**config.mk**
```make
export PLATFORM = sky130hd
export DESIGN_NAME = sdmacDatapath
export DESIGN_NICKNAME = d
export VERILOG_FILES = /design/src/hdl/sdmacPkg.sv /design/src/hdl/sdmacDatapath.sv /design/src/hdl/scsiPacker.sv /design/src/hdl/wordFifo.sv /design/src/hdl/dmaRegs.sv
export SDC_FILE = /design/constraint.sdc
export NUM_CORES = 1
export LEC_CHECK = 0
export BUFFER_PORTS_ARGS = -buffer_cell sky130_fd_sc_hd__buf_2
export CAP_MARGIN = 20
export CORE_MARGIN = 5
export CORE_UTILIZATION = 42
export DETAILED_ROUTE_END_ITERATION = 10
export GPL_TIMING_DRIVEN = 0
export PLACE_DENSITY_LB_ADDON = 0.2
export SLEW_MARGIN = 20
export SYNTH_ARGS = -nofsm -noshare
export SYNTH_HDL_FRONTEND = slang
export SYNTH_SLANG_ARGS = --single-unit
```
**constraint.sdc**
```tcl
create_clock -name CLK -period 5.6 [get_ports CLK]
set_input_delay 0 -clock CLK [delete_from_list [all_inputs] [get_ports CLK]]
set_output_delay 0 -clock CLK [all_outputs]
set_load 0.01 [all_outputs]
```
**src/hdl/sdmacPkg.sv**
```systemverilog
//**********************************************************
// Shared types and constants of the SCSI DMA data path.
// Register offsets are byte addresses inside a 16-byte
// window, so only the low four address bits are decoded.
//**********************************************************

package sdmacPkg;

    // One word on the CPU side and one transfer on the SCSI side
    typedef logic [31:0] cpuWord_t;
    typedef logic [15:0] scsiHalf_t;

    // Byte address of a register in the AXI4-Lite window
    typedef logic [3:0] regAddr_t;

    // AXI response codes used by the register block
    typedef logic [1:0] axiResp_t;

    localparam axiResp_t RespOkay   = 2'b00;
    localparam axiResp_t RespSlvErr = 2'b10;

    // Control has dir in bit 0, swap in bit 1, enable in bit 2 and a
    // self-clearing flush in bit 3
    localparam regAddr_t RegCtrl   = 4'h0;
    // Status has empty in bit 0, full in bit 1 and the level in bits 15:8
    localparam regAddr_t RegStatus = 4'h4;
    // Window onto the FIFO, pushed by writes and popped by reads
    localparam regAddr_t RegData   = 4'h8;
    // Completed word counter, any write clears it
    localparam regAddr_t RegCount  = 4'hC;

    // Idle waits for work, HaveFirst holds the first half of a word and
    // Drain holds the second half (outbound) or a word the full FIFO
    // could not yet take (inbound)
    typedef enum logic [1:0] {
        Idle,
        HaveFirst,
        Drain
    } packState_t;

endpackage
```
**src/hdl/sdmacDatapath.sv**
```systemverilog
//**********************************************************
// Top of the SCSI DMA data path on a single clock.
// The CPU reaches the FIFO through AXI4-Lite, the SCSI side
// through 16-bit valid/ready ports.
//**********************************************************
`timescale 1ns/1ns

module sdmacDatapath #(
    parameter int FifoDepth = 8
) (
    input  logic                CLK,
    input  logic                rst,
    input  sdmacPkg::regAddr_t  awaddr,
    input  logic                awvalid,
    output logic                awready,
    input  sdmacPkg::cpuWord_t  wdata,
    input  logic [3:0]          wstrb,
    input  logic                wvalid,
    output logic                wready,
    output sdmacPkg::axiResp_t  bresp,
    output logic                bvalid,
    input  logic                bready,
    input  sdmacPkg::regAddr_t  araddr,
    input  logic                arvalid,
    output logic                arready,
    output sdmacPkg::cpuWord_t  rdata,
    output sdmacPkg::axiResp_t  rresp,
    output logic                rvalid,
    input  logic                rready,
    input  sdmacPkg::scsiHalf_t pdIn,
    input  logic                pdInValid,
    output logic                pdInReady,
    output sdmacPkg::scsiHalf_t pdOut,
    output logic                pdOutValid,
    input  logic                pdOutReady
);

    // FIFO traffic, each side drives only in its own direction
    sdmacPkg::cpuWord_t         cpuPushData;
    sdmacPkg::cpuWord_t         pkPushData;
    sdmacPkg::cpuWord_t         popData;
    logic                       cpuPush;
    logic                       cpuPop;
    logic                       pkPush;
    logic                       pkPop;
    logic                       flush;
    logic [$clog2(FifoDepth):0] fifoLevel;
    logic                       fifoEmpty;
    logic                       fifoFull;

    // Packer steering from the control register
    logic                       dir;
    logic                       swap;
    logic                       enable;
    logic                       wordDone;

    dmaRegs #(.FifoDepth(FifoDepth)) uRegs (
        .CLK(CLK), .rst(rst),
        .awaddr(awaddr), .awvalid(awvalid), .awready(awready),
        .wdata(wdata), .wstrb(wstrb), .wvalid(wvalid), .wready(wready),
        .bresp(bresp), .bvalid(bvalid), .bready(bready),
        .araddr(araddr), .arvalid(arvalid), .arready(arready),
        .rdata(rdata), .rresp(rresp), .rvalid(rvalid), .rready(rready),
        .cpuPushData(cpuPushData), .cpuPush(cpuPush), .cpuPop(cpuPop), .flush(flush),
        .cpuPopData(popData), .fifoLevel(fifoLevel),
        .fifoEmpty(fifoEmpty), .fifoFull(fifoFull),
        .dir(dir), .swap(swap), .enable(enable), .wordDone(wordDone)
    );

    wordFifo #(.FifoDepth(FifoDepth)) uFifo (
        .CLK(CLK), .rst(rst), .flush(flush),
        .cpuPush(cpuPush), .cpuPushData(cpuPushData),
        .pkPush(pkPush), .pkPushData(pkPushData),
        .cpuPop(cpuPop), .pkPop(pkPop),
        .popData(popData), .level(fifoLevel), .empty(fifoEmpty), .full(fifoFull)
    );

    scsiPacker uPacker (
        .CLK(CLK), .rst(rst), .dir(dir), .swap(swap), .enable(enable), .flush(flush),
        .pdIn(pdIn), .pdInValid(pdInValid), .pdInReady(pdInReady),
        .pdOut(pdOut), .pdOutValid(pdOutValid), .pdOutReady(pdOutReady),
        .pkPush(pkPush), .pkPushData(pkPushData), .pkPop(pkPop),
        .popData(popData), .empty(fifoEmpty), .full(fifoFull),
        .wordDone(wordDone)
    );

endmodule

```
**src/hdl/scsiPacker.sv**
```systemverilog
//**********************************************************
// Packs SCSI halves into FIFO words and unpacks them again.
// dir and swap must stay constant while a word is in the
// packer; change them only when idle or together with flush.
//**********************************************************
`timescale 1ns/1ns

module scsiPacker (
    input  logic                CLK,
    input  logic                rst,
    input  logic                dir,
    input  logic                swap,
    input  logic                enable,
    input  logic                flush,
    input  sdmacPkg::scsiHalf_t pdIn,
    input  logic                pdInValid,
    output logic                pdInReady,
    output sdmacPkg::scsiHalf_t pdOut,
    output logic                pdOutValid,
    input  logic                pdOutReady,
    output logic                pkPush,
    output sdmacPkg::cpuWord_t  pkPushData,
    output logic                pkPop,
    input  sdmacPkg::cpuWord_t  popData,
    input  logic                empty,
    input  logic                full,
    output logic                wordDone
);

    sdmacPkg::packState_t state;
    sdmacPkg::scsiHalf_t  halfReg;
    sdmacPkg::cpuWord_t   wordReg;
    sdmacPkg::cpuWord_t   joined;
    logic                 inHs;
    logic                 outHs;

    assign inHs  = pdInValid && pdInReady;
    assign outHs = pdOutValid && pdOutReady;

    // With swap clear the first half is the high half of the word
    assign joined = swap ? {pdIn, halfReg} : {halfReg, pdIn};

    // Inbound stalls only in Drain, where a finished word waits for room
    assign pdInReady  = dir && enable && (state == sdmacPkg::Idle || state == sdmacPkg::HaveFirst);
    assign pdOutValid = !dir && state != sdmacPkg::Idle;

    // HaveFirst sends the high half unless swapped, Drain sends the other one
    assign pdOut = ((state == sdmacPkg::HaveFirst) != swap) ? wordReg[31:16] : wordReg[15:0];

    // Outbound pops from Idle, or while the last half leaves so words overlap
    always_comb begin
        pkPop = 1'b0;
        if (!dir && enable && !empty && !flush) begin
            pkPop = state == sdmacPkg::Idle || (state == sdmacPkg::Drain && outHs);
        end
    end

    always_comb begin
        pkPush     = 1'b0;
        pkPushData = '0;
        if (dir && !full && !flush) begin
            if (state == sdmacPkg::HaveFirst && inHs) begin
                // Second half goes straight into the FIFO on its accept edge
                pkPush     = 1'b1;
                pkPushData = joined;
            end else if (state == sdmacPkg::Drain) begin
                pkPush     = 1'b1;
                pkPushData = wordReg;
            end
        end
    end

    // A word is done when it enters the FIFO or its last half leaves
    assign wordDone = pkPush || (!dir && state == sdmacPkg::Drain && outHs);

    always_ff @(posedge CLK) begin
        if (rst || flush) begin
            state <= sdmacPkg::Idle;
        end else begin
            case (state)
                sdmacPkg::Idle: begin
                    if (inHs || pkPop) begin
                        state <= sdmacPkg::HaveFirst;
                    end
                end
                sdmacPkg::HaveFirst: begin
                    if (dir && inHs) begin
                        state <= full ? sdmacPkg::Drain : sdmacPkg::Idle;
                    end else if (!dir && outHs) begin
                        state <= sdmacPkg::Drain;
                    end
                end
                sdmacPkg::Drain: begin
                    if (dir && !full) begin
                        state <= sdmacPkg::Idle;
                    end else if (!dir && outHs) begin
                        state <= pkPop ? sdmacPkg::HaveFirst : sdmacPkg::Idle;
                    end
                end
                default: state <= sdmacPkg::Idle;
            endcase
        end
    end

    // The word register holds the outbound word or an inbound word held back
    always_ff @(posedge CLK) begin
        if (inHs && state == sdmacPkg::Idle) begin
            halfReg <= pdIn;
        end
        if (pkPop) begin
            wordReg <= popData;
        end else if (inHs && state == sdmacPkg::HaveFirst && full) begin
            wordReg <= joined;
        end
    end

    stallHold: assert property (@(posedge CLK) disable iff (rst || flush)
        pdOutValid && !pdOutReady |=> pdOutValid && $stable(pdOut));

endmodule

```
**src/hdl/wordFifo.sv**
```systemverilog
//**********************************************************
// Synchronous word FIFO with two push and two pop sources.
// FifoDepth must be a power of two and at least 2.
// Inactive sources must drive their data inputs to zero.
//**********************************************************
`timescale 1ns/1ns

module wordFifo #(
    parameter int FifoDepth = 8
) (
    input  logic                       CLK,
    input  logic                       rst,
    input  logic                       flush,
    input  logic                       cpuPush,
    input  sdmacPkg::cpuWord_t         cpuPushData,
    input  logic                       pkPush,
    input  sdmacPkg::cpuWord_t         pkPushData,
    input  logic                       cpuPop,
    input  logic                       pkPop,
    output sdmacPkg::cpuWord_t         popData,
    output logic [$clog2(FifoDepth):0] level,
    output logic                       empty,
    output logic                       full
);

    localparam int PtrW = $clog2(FifoDepth);

    sdmacPkg::cpuWord_t mem [FifoDepth];
    logic [PtrW-1:0]    wrPtr;
    logic [PtrW-1:0]    rdPtr;
    logic               anyPush;
    logic               anyPop;
    logic               doPush;
    logic               doPop;
    sdmacPkg::cpuWord_t pushData;

    // Only one direction is active, so the sources can simply be ORed
    assign anyPush  = cpuPush || pkPush;
    assign anyPop   = cpuPop || pkPop;
    assign pushData = cpuPushData | pkPushData;

    // Requests that would overrun or underrun are dropped
    assign doPush = anyPush && !full;
    assign doPop  = anyPop && !empty;

    assign popData = mem[rdPtr];
    assign empty   = level == '0;
    assign full    = level == (PtrW + 1)'(FifoDepth);

    always_ff @(posedge CLK) begin
        if (rst || flush) begin
            wrPtr <= '0;
            rdPtr <= '0;
            level <= '0;
        end else begin
            // Pointers wrap naturally at the power-of-two depth
            if (doPush) begin
                wrPtr <= wrPtr + 1'b1;
            end
            if (doPop) begin
                rdPtr <= rdPtr + 1'b1;
            end
            case ({doPush, doPop})
                2'b10:   level <= level + 1'b1;
                2'b01:   level <= level - 1'b1;
                default: level <= level;
            endcase
        end
    end

    always_ff @(posedge CLK) begin
        if (doPush) begin
            mem[wrPtr] <= pushData;
        end
    end

    noPushFull: assert property (@(posedge CLK) disable iff (rst || flush) !(anyPush && full));
    noPopEmpty: assert property (@(posedge CLK) disable iff (rst || flush) !(anyPop && empty));
    oneSource:  assert property (@(posedge CLK) disable iff (rst) !(cpuPush && pkPush));

endmodule

```
**src/hdl/dmaRegs.sv**
```systemverilog
//**********************************************************
// AXI4-Lite register block of the DMA data path.
// One access per channel at a time; a new handshake waits
// until the previous response has been taken.
// The master must hold address and data stable while valid.
// Level is shown in STATUS[15:8], so FifoDepth is at most 128.
//**********************************************************
`timescale 1ns/1ns

module dmaRegs #(
    parameter int FifoDepth = 8
) (
    input  logic                         CLK,
    input  logic                         rst,
    input  sdmacPkg::regAddr_t           awaddr,
    input  logic                         awvalid,
    output logic                         awready,
    input  sdmacPkg::cpuWord_t           wdata,
    input  logic [3:0]                   wstrb,
    input  logic                         wvalid,
    output logic                         wready,
    output sdmacPkg::axiResp_t           bresp,
    output logic                         bvalid,
    input  logic                         bready,
    input  sdmacPkg::regAddr_t           araddr,
    input  logic                         arvalid,
    output logic                         arready,
    output sdmacPkg::cpuWord_t           rdata,
    output sdmacPkg::axiResp_t           rresp,
    output logic                         rvalid,
    input  logic                         rready,
    output sdmacPkg::cpuWord_t           cpuPushData,
    output logic                         cpuPush,
    output logic                         cpuPop,
    output logic                         flush,
    input  sdmacPkg::cpuWord_t           cpuPopData,
    input  logic [$clog2(FifoDepth):0]   fifoLevel,
    input  logic                         fifoEmpty,
    input  logic                         fifoFull,
    output logic                         dir,
    output logic                         swap,
    output logic                         enable,
    input  logic                         wordDone
);

    logic               wrHs;
    logic               rdHs;
    logic               ctrlWrite;
    logic               dataWrOk;
    logic               dataRdOk;
    logic [15:0]        count;
    sdmacPkg::cpuWord_t statusWord;
    sdmacPkg::cpuWord_t readValue;
    sdmacPkg::axiResp_t readResp;
    sdmacPkg::axiResp_t writeResp;

    // Address and data are taken together in a single handshake cycle
    assign wrHs = awready && awvalid && wready && wvalid;
    assign rdHs = arready && arvalid;

    // A control write without byte lane 0 is dropped but still answered OKAY
    assign ctrlWrite = wrHs && awaddr == sdmacPkg::RegCtrl && wstrb[0];

    // The data window only works in the direction that feeds or drains the CPU
    assign dataWrOk = !dir && !fifoFull && wstrb == 4'hF;
    assign dataRdOk = dir && !fifoEmpty;

    assign cpuPush     = wrHs && awaddr == sdmacPkg::RegData && dataWrOk;
    assign cpuPushData = cpuPush ? wdata : '0;
    assign cpuPop      = rdHs && araddr == sdmacPkg::RegData && dataRdOk;

    always_comb begin
        statusWord       = '0;
        statusWord[0]    = fifoEmpty;
        statusWord[1]    = fifoFull;
        statusWord[15:8] = 8'(fifoLevel);
    end

    always_comb begin
        case (awaddr)
            sdmacPkg::RegCtrl,
            sdmacPkg::RegStatus,
            sdmacPkg::RegCount: writeResp = sdmacPkg::RespOkay;
            sdmacPkg::RegData:  writeResp = dataWrOk ? sdmacPkg::RespOkay : sdmacPkg::RespSlvErr;
            default:            writeResp = sdmacPkg::RespSlvErr;
        endcase
    end

    always_comb begin
        readValue = '0;
        readResp  = sdmacPkg::RespOkay;
        case (araddr)
            // Flush always reads back as zero
            sdmacPkg::RegCtrl:   readValue = {29'b0, enable, swap, dir};
            sdmacPkg::RegStatus: readValue = statusWord;
            sdmacPkg::RegData: begin
                if (dataRdOk) begin
                    readValue = cpuPopData;
                end else begin
                    readResp = sdmacPkg::RespSlvErr;
                end
            end
            sdmacPkg::RegCount:  readValue = {16'b0, count};
            default:             readResp = sdmacPkg::RespSlvErr;
        endcase
    end

    always_ff @(posedge CLK) begin
        if (rst) begin
            awready <= 1'b0;
            wready  <= 1'b0;
            bvalid  <= 1'b0;
            arready <= 1'b0;
            rvalid  <= 1'b0;
            dir     <= 1'b0;
            swap    <= 1'b0;
            enable  <= 1'b0;
            flush   <= 1'b0;
            count   <= '0;
        end else begin
            // Ready pulses for one cycle and stays low while a response waits
            awready <= awvalid && wvalid && !awready && !bvalid;
            wready  <= awvalid && wvalid && !awready && !bvalid;
            arready <= arvalid && !arready && !rvalid;

            if (wrHs) begin
                bvalid <= 1'b1;
            end else if (bready) begin
                bvalid <= 1'b0;
            end
            if (rdHs) begin
                rvalid <= 1'b1;
            end else if (rready) begin
                rvalid <= 1'b0;
            end

            // Flush is a one-cycle pulse after the control write
            flush <= ctrlWrite && wdata[3];
            if (ctrlWrite) begin
                dir    <= wdata[0];
                swap   <= wdata[1];
                enable <= wdata[2];
            end

            // Clearing wins over a completion in the same cycle
            if (wrHs && awaddr == sdmacPkg::RegCount) begin
                count <= '0;
            end else if (wordDone) begin
                count <= count + 16'd1;
            end
        end
    end

    // Response payload is captured on the handshake edge
    always_ff @(posedge CLK) begin
        if (wrHs) begin
            bresp <= writeResp;
        end
        if (rdHs) begin
            rdata <= readValue;
            rresp <= readResp;
        end
    end

    // A pending response keeps both its valid and its payload until taken
    bHold: assert property (@(posedge CLK) disable iff (rst)
        bvalid && !bready |=> bvalid && $stable(bresp));
    rHold: assert property (@(posedge CLK) disable iff (rst)
        rvalid && !rready |=> rvalid && $stable(rdata) && $stable(rresp));

endmodule

```
==> results.sh <==
export IMPL_areaGrowthSynthToFinish_pct=21.2
export IMPL_post_route_min_period_ps=3570
export IMPL_grt_overflow=0
export IMPL_whs_ps=-0.424
export IMPL_syn_inst=982
export IMPL_final_cell_mix="edfxtp_1 (338), buf_2 (170), mux2i_1 (74)"
export IMPL_synth_avg_cell_area_um2=16.4
export IMPL_cts_tree="done"
export IMPL_clock_path_buffers=3
export IMPL_synth_edff_count=338
export IMPL_maxCapViolations=0
export IMPL_cp_cell_sequence="clkbuf_1 > clkbuf_1 > mux4_2 > mux2i_1 > o22ai_1 > dlygate4sd3_1"
export IMPL_drive_above_1_share_pct=30.1
export IMPL_grt_max_degree=30
export IMPL_vias=10100
export IMPL_cpPeakStageDelay_ps=660
export IMPL_first_iter_violations=1040
export IMPL_ios=128
export IMPL_p_per_area_nw_per_um2=288
export IMPL_die_area_um2=42300
export IMPL_power_leakage_nw=7.24
export IMPL_seq_area_frac_synth_pct=67.9
export IMPL_track_usage_pct=21.0
export IMPL_setup_viol=0
export IMPL_max_freq_mhz=280
export IMPL_finalCritPeriodShare_pct=63.7
export IMPL_critPathArrivalTime_ps=3840
export IMPL_worst_path_buf_inv=3
export IMPL_worstSetupStartpointType="flip-flop"
export IMPL_critPathTopFamily="buffers and inverters"
export IMPL_port_buffer_count=124
export IMPL_cts_sinks=377
export IMPL_ant_nets=0
export IMPL_viasPerCell=5.68
export IMPL_clkTransAtPathRegs_ps=60
export IMPL_synth_seq_cells=377
export IMPL_yosysUniqueCellTypes=62
export IMPL_yosysWarningCount=0
export IMPL_skew_ps=24.6
export IMPL_first_global_vias=10100
export IMPL_layout_commonest_cell="edfxtp_1"
export IMPL_violations="hold timing"
export IMPL_gp_congestion=0.868
export IMPL_dpl_worst_slack_ps=2100
export IMPL_async_flop_share_pct=0
export IMPL_final_nets=1320
export IMPL_initial_core_util_pct=42.6
export IMPL_utilization_pct=51.7
export IMPL_hold_violations=1
export IMPL_maxSlewHeadroom_pct=30.2
export IMPL_power_w=0.00562
export IMPL_die_w_um=206
export IMPL_finalMaxSlewViolations=0
export IMPL_core_um2=37800
export IMPL_totalWireLength_um=44800
export IMPL_row_count=71
export IMPL_ir_worst_vdd_v=0.000191
export IMPL_worstMarginPinSlew_ps=1040
export IMPL_clk_insertion_delay_late_ps=530
export IMPL_grt_antenna_before_repair=0
export IMPL_critPathRequiredTime_ps=5870
export IMPL_grt_pass1_wl_um=65100
export IMPL_post_drt_wl_per_cell_um=25.1
export IMPL_crit_fanout=10
export IMPL_post_cts_buffers=0
export IMPL_firstDrtPassIters=5
export IMPL_crit_type="flip-flop to flip-flop"
export IMPL_post_dp_hpwl_um=32100
export IMPL_die_h_um=206
export IMPL_hp_class="primary input to flip-flop"
export IMPL_endpoint_kind="flip-flop"
export IMPL_post_cts_resized=0
export IMPL_root_buffer="clkbuf_16"
export IMPL_drc=0
export IMPL_numCtsBuffers=40
export IMPL_cts_max_level=2
export IMPL_rsz0062_at_grt="false"
export IMPL_hold_buffers=46
export IMPL_synthesis_area_um2=16100
export IMPL_worst_slack_ps=2030
export IMPL_synthFlopType="edfxtp_1"
export IMPL_status="finished, violations left"
export IMPL_timing_critical_path_mode_cell="clkbuf_1"
export IMPL_crit_slowest_cell="clkbuf_1"
## cell families (layout without fill, tap and decap cells)
family | after synthesis | count (layout) | synth area share (%)
muxes | 186 | 186 | 16.9
AOI/OAI and AO/OA | 158 | 158 | 6.75
DFF | 377 | 377 | 67.9
and+or+nand+nor | 177 | 177 | 5.73
other | 1 | 3 | 0.0233
xor gates and xnor gates | 4 | 4 | 0.218
buffers and inverters | 73 | 365 | 1.99
adders and majority gates | 6 | 6 | 0.466
## sequential cells by signal, indices dropped and copies added, names as in the netlist, named ones only
| signal | flops |
|---|---|
| uRegs.bvalid | 1 |
| uRegs.rdata | 32 |
| uFifo.mem | 256 |
| uRegs.dir | 1 |
| uRegs.count | 16 |
| uRegs.awready | 1 |
| uRegs.swap | 1 |
| uFifo.wrPtr | 3 |
| uPacker.state | 2 |
| uFifo.level | 4 |
| uRegs.arready | 1 |
| uPacker.halfReg | 16 |
| uRegs.flush | 1 |
| uRegs.rvalid | 1 |
| uRegs.enable | 1 |
| uRegs.rresp | 1 |
| uPacker.wordReg | 32 |
| uFifo.rdPtr | 3 |
| uRegs.bresp | 1 |
## power by group
group	leakage, nW	switching (W)	internal (W)
combinational	2.75	0.0000583	0.0000565
clock	0.590	0.00106	0.00142
sequential	3.90	0.00000196	0.00303
total	7.24	0.00112	0.00451
## cell usage after synthesis (all sizes together) (7+ instances only)
cell type | instances | share of area (%)
nand2b | 7 | 0.27
mux2i | 74 | 4.6
nand2 | 33 | 0.77
a2111o | 7 | 0.49
nand4 | 7 | 0.27
a21oi | 54 | 1.7
and3 | 8 | 0.31
mux4 | 64 | 9.0
buf | 34 | 1.1
mux2 | 48 | 3.4
nor2 | 66 | 1.5
edfxtp | 338 | 63
dfxtp | 39 | 4.9
o2bb2ai | 33 | 1.8
o21ai | 22 | 0.68
clkbuf | 33 | 0.77
nand3 | 12 | 0.37
## cell type report
cell class / instances / area [um2]
well taps: 511 / 639
inverters: 6 / 22.5
fillers: 3137 / 18300
multi-input cells: 533 / 4930
clock inverters: 15 / 96.3
plain buffers: 67 / 298
repair buffers: 220 / 1480
flip-flops and latches: 377 / 10900
clock buffers: 57 / 1110
diodes: 1 / 2.50
## layer usage
metal,up-vias,wire length [um],track usage [%]
met1,5177,19000,29.4
met3,62,3540,4.07
li1,4477,-,-
met2,431,21300,34.2
met5,-,0,0
met4,0,986,5.06
## metrics by stage
| step | instances | hold WS [ps] | cell area, um2 | setup TNS [ps] |
|---|---|---|---|---|
| floorplan | 983 | 98.9 | 16100 | 0 |
| global placement | 1618 | 203 | 17400 | -823340 |
| detailed placement | 1668 | 207 | 17800 | 0 |
| CTS | 1786 | 2.94 | 19500 | 0 |
| global route | 1786 | 8.43 | 19500 | 0 |
| finish | 1787 | -0.424 | 19500 | 0 |
## path summary, 6_finish.rpt
path	slack, ps	endpoint	depth (start not counted)	start
worst max-delay path	2030	uRegs.rdata[0]	6	flip-flop
worst min-delay path	-0.4	uFifo.mem[4][29]	2	wdata[29]
worst max register to register	2030	uRegs.rdata[0]	6	flip-flop
worst min register to register	450	uRegs.arready	1	uRegs.arready
## worst reg2reg max path: stages (launching register included)
cell	delay [ps]
dfxtp_1	310
clkbuf_1	540
clkbuf_1	660
mux4_2	420
mux2i_1	570
o22ai_1	200
dlygate4sd3_1	610
No activity file was read; power rests on OpenSTA's default activity.
